### config.mk
export PLATFORM = sky130hd
export DESIGN_NAME = id_stage
export DESIGN_NICKNAME = d
export VERILOG_FILES = /design/src/hdl/mips_isa_pkg.sv /design/src/hdl/mips_pipe_pkg.sv /design/src/hdl/branch_unit.sv /design/src/hdl/decode_ctrl.sv /design/src/hdl/id_stage.sv /design/src/hdl/inst_decoder.sv /design/src/hdl/operand_forward.sv /design/src/hdl/reg_file.sv
export VERILOG_INCLUDE_DIRS = /design/src /design/src/hdl
export SDC_FILE = /design/constraint.sdc
export NUM_CORES = 2
export LEC_CHECK = 0
export BUFFER_PORTS_ARGS = -buffer_cell sky130_fd_sc_hd__buf_4
export CORE_MARGIN = 2
export CORE_UTILIZATION = 40
export CTS_CLUSTER_SIZE = 40
export DETAILED_ROUTE_END_ITERATION = 10
export GPL_TIMING_DRIVEN = 0
export HOLD_SLACK_MARGIN = 0.08
export PLACE_DENSITY = 0.67
export SETUP_SLACK_MARGIN = 0.2
export SKIP_LAST_GASP = 1
export SYNTH_ARGS = -nofsm -noshare
export SYNTH_HDL_FRONTEND = slang
export SYNTH_HIERARCHICAL = 1
export SYNTH_SLANG_ARGS = --single-unit
### constraint.sdc
create_clock -name clk -period 9.11 [get_ports clk]
set_input_delay 0.4555 -clock clk [delete_from_list [all_inputs] [get_ports clk]]
set_output_delay 0.4555 -clock clk [all_outputs]
set_load 0.005 [all_outputs]
### src/hdl/mips_id_defines.svh
`ifndef MIPS_ID_DEFINES_SVH
`define MIPS_ID_DEFINES_SVH

// machine word width
`define MIPS_XLEN 32

// general purpose registers
`define MIPS_REG_CNT 32

// jal writes its return address here
`define MIPS_LINK_REG 31

// branch offsets and jump indexes count words
`define MIPS_BR_SHIFT 2

`endif

### src/hdl/mips_isa_pkg.sv
`default_nettype none

`include "mips_id_defines.svh"

package mips_isa_pkg;

    typedef logic [`MIPS_XLEN-1:0] word_t;
    typedef logic [$clog2(`MIPS_REG_CNT)-1:0] reg_addr_t;
    typedef logic [15:0] imm16_t;

    // primary opcodes of the supported subset
    typedef enum logic [5:0] {
        OP_SPECIAL = 6'h00,
        OP_REGIMM  = 6'h01,
        OP_J       = 6'h02,
        OP_JAL     = 6'h03,
        OP_BEQ     = 6'h04,
        OP_BNE     = 6'h05,
        OP_BLEZ    = 6'h06,
        OP_BGTZ    = 6'h07,
        OP_ADDIU   = 6'h09,
        OP_SLTI    = 6'h0a,
        OP_SLTIU   = 6'h0b,
        OP_ANDI    = 6'h0c,
        OP_ORI     = 6'h0d,
        OP_XORI    = 6'h0e,
        OP_LUI     = 6'h0f,
        OP_LW      = 6'h23,
        OP_SW      = 6'h2b
    } opcode_e;

    // function field under SPECIAL
    typedef enum logic [5:0] {
        F_SLL  = 6'h00,
        F_SRL  = 6'h02,
        F_SRA  = 6'h03,
        F_JR   = 6'h08,
        F_JALR = 6'h09,
        F_ADDU = 6'h21,
        F_SUBU = 6'h23,
        F_AND  = 6'h24,
        F_OR   = 6'h25,
        F_XOR  = 6'h26,
        F_NOR  = 6'h27,
        F_SLT  = 6'h2a,
        F_SLTU = 6'h2b
    } funct_e;

    // execute stage operation, binary encoded
    typedef enum logic [3:0] {
        ALU_ADD,
        ALU_SUB,
        ALU_SLT,
        ALU_SLTU,
        ALU_AND,
        ALU_NOR,
        ALU_OR,
        ALU_XOR,
        ALU_SLL,
        ALU_SRL,
        ALU_SRA,
        ALU_LUI
    } alu_op_e;

endpackage

`default_nettype wire

### src/hdl/mips_pipe_pkg.sv
`default_nettype none

package mips_pipe_pkg;

    // packet from fetch
    typedef struct packed {
        mips_isa_pkg::word_t pc;
        mips_isa_pkg::word_t inst;
    } fetch_pkt_t;

    // result bypass from a later stage
    typedef struct packed {
        logic                    valid;
        logic                    we;
        mips_isa_pkg::reg_addr_t addr;
        mips_isa_pkg::word_t     data;
    } fwd_src_t;

    // register file write from writeback
    typedef struct packed {
        logic                    we;
        mips_isa_pkg::reg_addr_t addr;
        mips_isa_pkg::word_t     data;
    } wb_req_t;

    // shared by decoder and branch unit
    typedef enum logic [3:0] {
        BR_NONE,
        BR_BEQ,
        BR_BNE,
        BR_BGEZ,
        BR_BGTZ,
        BR_BLEZ,
        BR_BLTZ,
        BR_J,
        BR_JR
    } br_kind_e;

    typedef struct packed {
        mips_isa_pkg::alu_op_e   alu_op;
        logic                    src1_is_sa;
        logic                    src1_is_pc;
        logic                    src2_is_imm;
        logic                    src2_is_8;
        logic                    zero_ext_imm;
        logic                    gr_we;
        logic                    mem_we;
        logic                    load_op;
        mips_isa_pkg::reg_addr_t dest;
        logic                    is_branch;
        br_kind_e                br_kind;
        logic                    reserved;
    } dec_ctrl_t;

    // handed to execute
    typedef struct packed {
        dec_ctrl_t            ctrl;
        mips_isa_pkg::imm16_t imm;
        mips_isa_pkg::word_t  rs_value;
        mips_isa_pkg::word_t  rt_value;
        mips_isa_pkg::word_t  pc;
    } exec_pkt_t;

    // redirect request to fetch
    typedef struct packed {
        logic                taken;
        logic                stall;
        mips_isa_pkg::word_t target;
    } br_req_t;

endpackage

`default_nettype wire

### src/hdl/branch_unit.sv
`timescale 1ns/1ps
`default_nettype none

`include "mips_id_defines.svh"

module branch_unit (
    input  mips_pipe_pkg::br_kind_e  br_kind,
    input  mips_isa_pkg::word_t      pc,
    input  mips_isa_pkg::word_t      inst,
    input  mips_isa_pkg::word_t      rs_value,
    input  mips_isa_pkg::word_t      rt_value,
    input  wire                      ds_valid,
    input  wire                      ready_go,
    output mips_pipe_pkg::br_req_t   br
);
    import mips_isa_pkg::*;
    import mips_pipe_pkg::*;

    imm16_t offset;
    word_t  br_offset;
    word_t  jump_target;
    logic   rs_eq_rt;
    logic   rs_neg;
    logic   rs_zero;
    logic   cond;

    assign offset    = inst[15:0];
    assign br_offset = {{(`MIPS_XLEN-16){offset[15]}}, offset} << `MIPS_BR_SHIFT;
    // region jump keeps the upper four pc bits
    assign jump_target = {pc[`MIPS_XLEN-1:28], inst[25:0], {`MIPS_BR_SHIFT{1'b0}}};

    assign rs_eq_rt = (rs_value == rt_value);
    assign rs_neg   = rs_value[`MIPS_XLEN-1];
    assign rs_zero  = (rs_value == '0);

    always_comb begin
        case (br_kind)
            BR_BEQ:  cond = rs_eq_rt;
            BR_BNE:  cond = !rs_eq_rt;
            BR_BGEZ: cond = !rs_neg;
            BR_BGTZ: cond = !rs_neg && !rs_zero;
            BR_BLEZ: cond = rs_neg || rs_zero;
            BR_BLTZ: cond = rs_neg;
            BR_J,
            BR_JR:   cond = 1'b1;
            default: cond = 1'b0;
        endcase
    end

    always_comb begin
        case (br_kind)
            BR_JR:   br.target = rs_value;
            BR_J:    br.target = jump_target;
            default: br.target = pc + br_offset;
        endcase
        br.taken = cond && ds_valid;
        br.stall = ready_go;
    end

endmodule

`default_nettype wire

### src/hdl/decode_ctrl.sv
`timescale 1ns/1ps
`default_nettype none

module decode_ctrl (
    input  wire                        clk,
    input  wire                        rst,
    input  wire                        in_valid,
    input  mips_pipe_pkg::fetch_pkt_t  in_pkt,
    input  wire                        hazard,
    input  wire                        exec_allowin,
    output logic                       in_allowin,
    output logic                       ds_valid,
    output logic                       ready_go,
    output logic                       out_valid,
    output mips_pipe_pkg::fetch_pkt_t  held_pkt
);

    // the only thing that holds the stage back is load-use
    assign ready_go = !hazard;

    // take a new packet when empty or when the current one leaves
    assign in_allowin = !ds_valid || (ready_go && exec_allowin);

    assign out_valid = ds_valid && ready_go;

    always_ff @(posedge clk) begin
        if (rst) begin
            ds_valid <= 1'b0;
        end else if (in_allowin) begin
            ds_valid <= in_valid;
        end
    end

    // instruction register, loaded only on a handshake
    always_ff @(posedge clk) begin
        if (in_valid && in_allowin) begin
            held_pkt <= in_pkt;
        end
    end

endmodule

`default_nettype wire

### src/hdl/id_stage.sv
`timescale 1ns/1ps
`default_nettype none

module id_stage (
    input  wire                        clk,
    input  wire                        rst,
    input  wire                        in_valid,
    input  mips_pipe_pkg::fetch_pkt_t  in_pkt,
    input  wire                        exec_allowin,
    input  mips_pipe_pkg::fwd_src_t    es_fwd,
    input  mips_pipe_pkg::fwd_src_t    ms_fwd,
    input  mips_pipe_pkg::fwd_src_t    ws_fwd,
    input  wire                        es_load,
    input  mips_pipe_pkg::wb_req_t     wb,
    output logic                       in_allowin,
    output logic                       out_valid,
    output mips_pipe_pkg::exec_pkt_t   out_pkt,
    output mips_pipe_pkg::br_req_t     br
);
    import mips_isa_pkg::*;
    import mips_pipe_pkg::*;

    fetch_pkt_t held_pkt;
    dec_ctrl_t  ctrl;
    reg_addr_t  rs;
    reg_addr_t  rt;
    word_t      rf_rs;
    word_t      rf_rt;
    word_t      rs_value;
    word_t      rt_value;
    logic       ds_valid;
    logic       ready_go;
    logic       hazard;

    assign rs = held_pkt.inst[25:21];
    assign rt = held_pkt.inst[20:16];

    decode_ctrl ctrl_i (
        .clk          (clk),
        .rst          (rst),
        .in_valid     (in_valid),
        .in_pkt       (in_pkt),
        .hazard       (hazard),
        .exec_allowin (exec_allowin),
        .in_allowin   (in_allowin),
        .ds_valid     (ds_valid),
        .ready_go     (ready_go),
        .out_valid    (out_valid),
        .held_pkt     (held_pkt)
    );

    inst_decoder dec_i (
        .inst (held_pkt.inst),
        .ctrl (ctrl)
    );

    reg_file rf_i (
        .clk    (clk),
        .raddr1 (rs),
        .raddr2 (rt),
        .wb     (wb),
        .rdata1 (rf_rs),
        .rdata2 (rf_rt)
    );

    operand_forward fwd_i (
        .rs       (rs),
        .rt       (rt),
        .rf_rs    (rf_rs),
        .rf_rt    (rf_rt),
        .es_fwd   (es_fwd),
        .ms_fwd   (ms_fwd),
        .ws_fwd   (ws_fwd),
        .es_load  (es_load),
        .rs_value (rs_value),
        .rt_value (rt_value),
        .hazard   (hazard)
    );

    branch_unit br_i (
        .br_kind  (ctrl.br_kind),
        .pc       (held_pkt.pc),
        .inst     (held_pkt.inst),
        .rs_value (rs_value),
        .rt_value (rt_value),
        .ds_valid (ds_valid),
        .ready_go (ready_go),
        .br       (br)
    );

    // packet for execute, immediate left raw for the ALU side to extend
    assign out_pkt = '{
        ctrl:     ctrl,
        imm:      held_pkt.inst[15:0],
        rs_value: rs_value,
        rt_value: rt_value,
        pc:       held_pkt.pc
    };

endmodule

`default_nettype wire

### src/hdl/inst_decoder.sv
`timescale 1ns/1ps
`default_nettype none

`include "mips_id_defines.svh"

module inst_decoder (
    input  mips_isa_pkg::word_t       inst,
    output mips_pipe_pkg::dec_ctrl_t  ctrl
);
    import mips_isa_pkg::*;
    import mips_pipe_pkg::*;

    opcode_e   op;
    funct_e    funct;
    reg_addr_t rs;
    reg_addr_t rt;
    reg_addr_t rd;
    logic [4:0] sa;

    assign op    = opcode_e'(inst[31:26]);
    assign funct = funct_e'(inst[5:0]);
    assign rs    = inst[25:21];
    assign rt    = inst[20:16];
    assign rd    = inst[15:11];
    assign sa    = inst[10:6];

    // register-register ALU ops by function code
    function automatic alu_op_e funct_alu(input funct_e f);
        alu_op_e res;
        case (f)
            F_SUBU:  res = ALU_SUB;
            F_SLT:   res = ALU_SLT;
            F_SLTU:  res = ALU_SLTU;
            F_AND:   res = ALU_AND;
            F_OR:    res = ALU_OR;
            F_XOR:   res = ALU_XOR;
            F_NOR:   res = ALU_NOR;
            F_SLL:   res = ALU_SLL;
            F_SRL:   res = ALU_SRL;
            F_SRA:   res = ALU_SRA;
            default: res = ALU_ADD;
        endcase
        return res;
    endfunction

    always_comb begin
        ctrl          = '0;
        ctrl.alu_op   = ALU_ADD;
        ctrl.br_kind  = BR_NONE;
        ctrl.dest     = rd;
        ctrl.reserved = 1'b1;
        case (op)
            OP_SPECIAL: begin
                case (funct)
                    F_ADDU, F_SUBU, F_SLT, F_SLTU, F_AND, F_OR, F_XOR, F_NOR: begin
                        if (sa == 5'd0) begin
                            ctrl.reserved = 1'b0;
                            ctrl.gr_we    = 1'b1;
                            ctrl.alu_op   = funct_alu(funct);
                        end
                    end
                    F_SLL, F_SRL, F_SRA: begin
                        // shift amount comes from sa, rs must be zero
                        if (rs == '0) begin
                            ctrl.reserved   = 1'b0;
                            ctrl.gr_we      = 1'b1;
                            ctrl.src1_is_sa = 1'b1;
                            ctrl.alu_op     = funct_alu(funct);
                        end
                    end
                    F_JR: begin
                        if (rt == '0 && rd == '0 && sa == 5'd0) begin
                            ctrl.reserved  = 1'b0;
                            ctrl.is_branch = 1'b1;
                            ctrl.br_kind   = BR_JR;
                        end
                    end
                    F_JALR: begin
                        // link goes to rd, return address is pc + 8
                        if (rt == '0 && sa == 5'd0) begin
                            ctrl.reserved   = 1'b0;
                            ctrl.is_branch  = 1'b1;
                            ctrl.br_kind    = BR_JR;
                            ctrl.gr_we      = 1'b1;
                            ctrl.src1_is_pc = 1'b1;
                            ctrl.src2_is_8  = 1'b1;
                        end
                    end
                    default: ;
                endcase
            end
            OP_ADDIU, OP_SLTI, OP_SLTIU, OP_ANDI, OP_ORI, OP_XORI, OP_LUI, OP_LW: begin
                if (op != OP_LUI || rs == '0) begin
                    ctrl.reserved    = 1'b0;
                    ctrl.gr_we       = 1'b1;
                    ctrl.src2_is_imm = 1'b1;
                    ctrl.dest        = rt;
                    ctrl.load_op     = (op == OP_LW);
                    ctrl.zero_ext_imm = (op == OP_ANDI) || (op == OP_ORI) || (op == OP_XORI);
                    case (op)
                        OP_SLTI:  ctrl.alu_op = ALU_SLT;
                        OP_SLTIU: ctrl.alu_op = ALU_SLTU;
                        OP_ANDI:  ctrl.alu_op = ALU_AND;
                        OP_ORI:   ctrl.alu_op = ALU_OR;
                        OP_XORI:  ctrl.alu_op = ALU_XOR;
                        OP_LUI:   ctrl.alu_op = ALU_LUI;
                        default:  ctrl.alu_op = ALU_ADD;
                    endcase
                end
            end
            OP_SW: begin
                ctrl.reserved    = 1'b0;
                ctrl.src2_is_imm = 1'b1;
                ctrl.mem_we      = 1'b1;
            end
            OP_BEQ, OP_BNE: begin
                ctrl.reserved  = 1'b0;
                ctrl.is_branch = 1'b1;
                ctrl.br_kind   = (op == OP_BEQ) ? BR_BEQ : BR_BNE;
            end
            OP_BLEZ, OP_BGTZ: begin
                if (rt == '0) begin
                    ctrl.reserved  = 1'b0;
                    ctrl.is_branch = 1'b1;
                    ctrl.br_kind   = (op == OP_BLEZ) ? BR_BLEZ : BR_BGTZ;
                end
            end
            OP_REGIMM: begin
                // rt selects bltz (0) or bgez (1), link forms excluded
                if (rt == 5'd0 || rt == 5'd1) begin
                    ctrl.reserved  = 1'b0;
                    ctrl.is_branch = 1'b1;
                    ctrl.br_kind   = rt[0] ? BR_BGEZ : BR_BLTZ;
                end
            end
            OP_J, OP_JAL: begin
                ctrl.reserved  = 1'b0;
                ctrl.is_branch = 1'b1;
                ctrl.br_kind   = BR_J;
                if (op == OP_JAL) begin
                    ctrl.gr_we      = 1'b1;
                    ctrl.src1_is_pc = 1'b1;
                    ctrl.src2_is_8  = 1'b1;
                    ctrl.dest       = reg_addr_t'(`MIPS_LINK_REG);
                end
            end
            default: ;
        endcase
        // nothing outside the subset may write a register
        ctrl.gr_we = ctrl.gr_we & ~ctrl.reserved;
    end

endmodule

`default_nettype wire

### src/hdl/operand_forward.sv
`timescale 1ns/1ps
`default_nettype none

module operand_forward (
    input  mips_isa_pkg::reg_addr_t  rs,
    input  mips_isa_pkg::reg_addr_t  rt,
    input  mips_isa_pkg::word_t      rf_rs,
    input  mips_isa_pkg::word_t      rf_rt,
    input  mips_pipe_pkg::fwd_src_t  es_fwd,
    input  mips_pipe_pkg::fwd_src_t  ms_fwd,
    input  mips_pipe_pkg::fwd_src_t  ws_fwd,
    input  wire                      es_load,
    output mips_isa_pkg::word_t      rs_value,
    output mips_isa_pkg::word_t      rt_value,
    output logic                     hazard
);
    import mips_isa_pkg::*;
    import mips_pipe_pkg::*;

    logic es_hit_rs;
    logic es_hit_rt;

    function automatic logic src_match(input fwd_src_t src, input reg_addr_t addr);
        return src.valid && src.we && (src.addr == addr);
    endfunction

    // youngest producer wins, a load in execute has no data yet
    function automatic word_t pick(input reg_addr_t addr, input word_t rf_val);
        word_t res;
        if (addr == '0) begin
            res = '0;
        end else if (src_match(es_fwd, addr) && !es_load) begin
            res = es_fwd.data;
        end else if (src_match(ms_fwd, addr)) begin
            res = ms_fwd.data;
        end else if (src_match(ws_fwd, addr)) begin
            res = ws_fwd.data;
        end else begin
            res = rf_val;
        end
        return res;
    endfunction

    always_comb begin
        rs_value = pick(rs, rf_rs);
        rt_value = pick(rt, rf_rt);
    end

    // load-use, both sources checked whether rt is read or not
    assign es_hit_rs = (rs != '0) && (rs == es_fwd.addr);
    assign es_hit_rt = (rt != '0) && (rt == es_fwd.addr);
    assign hazard    = es_fwd.valid && es_load && (es_hit_rs || es_hit_rt);

endmodule

`default_nettype wire

### src/hdl/reg_file.sv
`timescale 1ns/1ps
`default_nettype none

`include "mips_id_defines.svh"

module reg_file (
    input  wire                      clk,
    input  mips_isa_pkg::reg_addr_t  raddr1,
    input  mips_isa_pkg::reg_addr_t  raddr2,
    input  mips_pipe_pkg::wb_req_t   wb,
    output mips_isa_pkg::word_t      rdata1,
    output mips_isa_pkg::word_t      rdata2
);
    import mips_isa_pkg::*;

    word_t regs [`MIPS_REG_CNT];

    // register 0 is never written
    always_ff @(posedge clk) begin
        if (wb.we && wb.addr != '0) begin
            regs[wb.addr] <= wb.data;
        end
    end

    // combinational reads, r0 hardwired to zero
    assign rdata1 = (raddr1 == '0) ? '0 : regs[raddr1];
    assign rdata2 = (raddr2 == '0) ? '0 : regs[raddr2];

endmodule

`default_nettype wire

==> flow_summary.toml <==
[worst_setup_path]
worstSetupEndpointType = "output port"
cp_num_buf_inv = 5
crit_arrival_ns = 8.46
start_kind = "flop"
r2r_cells = 7
worstPathMaxFanout = 10
crit_path_cell_trace = "buf_4, buf_2, clkbuf_1, clkbuf_1, a211oi_1, nor4_1, o221ai_1, a311oi_2, xor2_1, nor4_1, nand4_1, nor2_1, nand3b_1, a21oi_1, nor2_1, o22ai_1, o211a_1, buf_4"
cpPeakStageDelay_ns = 1.29
crit_cells = 18
crit_slowest_cell = "nor4_1"
ff2ff_setup_slack_ns = 5.13
critPathTopFamily = "buffers and inverters"
worstPathRequired_ns = 8.65
rr_startpoint = "ctrl_i/held_pkt[16]"
reg2reg_to = "ctrl_i/held_pkt[58]"
critPathKind = "reg2out"

[grt]
grt_max_degree = 33
grt_first_pass_wirelength_mm = 311
first_global_vias = 37848
antenna_found_initial = 20
track_usage_pct = 32.3
grt_overflow = 0

[clock_network]
cts_root_buffer = "clkbuf_16"
insertion_delay_ns = 0.72
cts_setup_buffers = 0
htree_levels = 3
cts_max_path_buffers = 3
cts_tree = "yes"
cts_sinks = 1089
clkTransAtPathRegs_ns = 0.06
numCtsBuffers = 109

[synthesis]
synth_area_leader_cell = "edfxtp_1"
syn_area_sq_um = 55200
synth_edf_count = 1088
yosysMostFrequentCell = "edfxtp_1"
netlist.area_leader.share_pct = 59.2
synth_area_leaders = "edfxtp_1, mux4_2, mux2i_1"
ys_seq_elements = 1089
ys_types = 94
synth_ff_type = "edfxtp_1"
synth_common_cells = "edfxtp_1, mux4_2, mux2i_1"
yosys_warnings = 6
syn_avg_cell_area_sq_um = 16.4
yosysSeqAreaShare_pct = 59.2
synthArstFlopShare_pct = 0
synth_cells = 3370

[power]
irDropWorstVdd_mv = 0.176
power_mw = 12.3
leakage_nw = 22.0
p_per_area_nw_per_um2 = 186

[timing]
final.period_utilization_pct = 97.9
fmax_ghz = 0.112
rsz0062_at_grt = "no"
hold_viol_final = 0
tightest_slew_ns = 1.54
finalClockSkew_ns = 0.0430
slew_headroom_pct = -3.44
setup_tns_ns = 0
min_period_ns = 8.92
setup_violations = 0
slew_violations = 2

[job]
maxCapViolCount = 3

[floorplanning]
core_area_sq_um = 137000
initial_core_util_pct = 40.2
die_area_sq_um = 141000
fp.dieW_um = 375
fp.dieH_um = 375
boundaryPins = 395
row_count = 136

[finish]
area_growth_syn_to_layout_pct = 19.6
final_core_util_pct = 48.1
fillers = 11652
fin_nets = 4275
drive_gt1_share_pct = 32.5
seq_area_sq_um = 32700
multiInputGateArea_sq_um = 21400

[detailed_routing]
wire_per_inst_um = 39.3
drcViolationCount = 0
routed_wl_mm = 233
drtIter0Drc = 5969
ant_nets = 0
via_count = 39525
dr.pass1.iters = 7
viasPerCell = 6.68

[placement]
port_buffers = 394
hpwl_mm = 170
routabilityCongestion = 1.00

[status]
violations = "capacitance limit, slew limit"
status = "finished with violations"

[min_path]
min_path_type = "in2reg"
hold_end = "rf_i/regs[3][1]"
hp-start = "wb[1]"
holdPathStages = 1
[cells by family (layout without fill, tap and decap cells)]
kind of cell	after synthesis	after routing	synth area share, %
AND/OR/NAND/NOR	554	554	5.25
adder cells (fa/ha/maj)	30	30	0.694
AO/OA/AOI/OAI	646	646	9.28
flip-flops	1089	1089	59.2
buffers and inverters	325	1038	2.90
other	1	39	0.00679
multiplexers	639	639	21.3
XOR/XNOR	86	86	1.36
[registers in the layout (all words and copies together) (netlist names)]
register and cells:
rf_i/regs 1024, ctrl_i/ds_valid 1, ctrl_i/held_pkt 64
[worst max-delay path by stage]
| stage | from | endpoint | slack, ns |
|---|---|---|---|
| 5_1_grt | ctrl_i/held_pkt[21] | br[33] | 0.21 |
| 4_1_cts | ctrl_i/held_pkt[21] | br[33] | 0.34 |
| 3_5_place_dp | ctrl_i/held_pkt[21] | br[33] | 1.14 |
| 2_1_floorplan | ctrl_i/held_pkt[18] | ctrl_i/held_pkt[0] | 3.74 |
| 6_report | ctrl_i/held_pkt[21] | br[33] | 0.19 |
| 3_3_place_gp | ctrl_i/held_pkt[21] | br[33] | 0.51 |
[stage by stage]
stage | instance area, sq um | setup slack [ns] | std cells | hold WS (ns)
global route | 66000 | 0.212 | 5911 | 0.109
CTS | 66000 | 0.344 | 5908 | 0.0951
detailed placement | 61700 | 1.14 | 5637 | 0.607
finish | 66000 | 0.190 | 5915 | 0.127
global placement | 60500 | 0.509 | 5589 | 0.576
floorplan | 55300 | 3.74 | 3401 | 0.520
[area by class of cell]
type / count / share of cell area (%)
Clock inverter: 69 / 1.22
Antenna cell: 7 / 0.0265
Tap cell: 1794 / 3.40
Timing Repair Buffer: 509 / 6.73
Inverter: 40 / 0.227
Sequential cell: 1089 / 49.5
Clock buffer: 135 / 4.28
Multi-Input combinational cell: 1987 / 32.4
Buffer: 285 / 2.19
[power breakdown]
group | switching [mW] | internal (mW) | total [mW]
combinational | 1.24 | 0.747 | 1.98
sequential | 0.0812 | 5.61 | 5.69
clock | 2.03 | 2.61 | 4.64
[metal layers]
layer  wire length [um]  track usage [%]  part of all wire (%)  vias to the layer above
met5                351             1.06                  0.15                        -
met4              17100             19.5                   7.4                       22
met3              32700             11.4                    14                      590
met2             107000             51.2                    46                     3147
met1              75000             37.6                    32                    20212
li1                   -                -                     -                    15554
[layout by cell type (no fill, tap or decap), types with 25 or more instances in the layout]
master	instances
edfxtp_1	1088
mux4_2	425
buf_4	424
mux2i_1	188
nand2_1	172
clkbuf_1	171
clkbuf_16	109
nor3_1	106
o221ai_1	95
buf_2	89
a21oi_1	77
dlygate4sd3_1	67
a22o_1	63
xor2_1	60
o22ai_1	59
a211oi_1	52
a311oi_2	42
inv_1	38
nor2_1	35
or2_2	34
o21ai_0	33
conb_1	32
nor2_4	31
a22oi_1	30
ha_1	29
buf_12	28
xnor2_1	26
nor4_1	26
mux2_2	26
a211o_1	25
[what timing repair did]
action	4_1_cts	5_1_grt
gates resized for setup	0	2
hold buffers	67	0
endpoints found under the setup margin	0	1
hold endpoints to repair	70	0
Power figures use the tool's default switching activity.
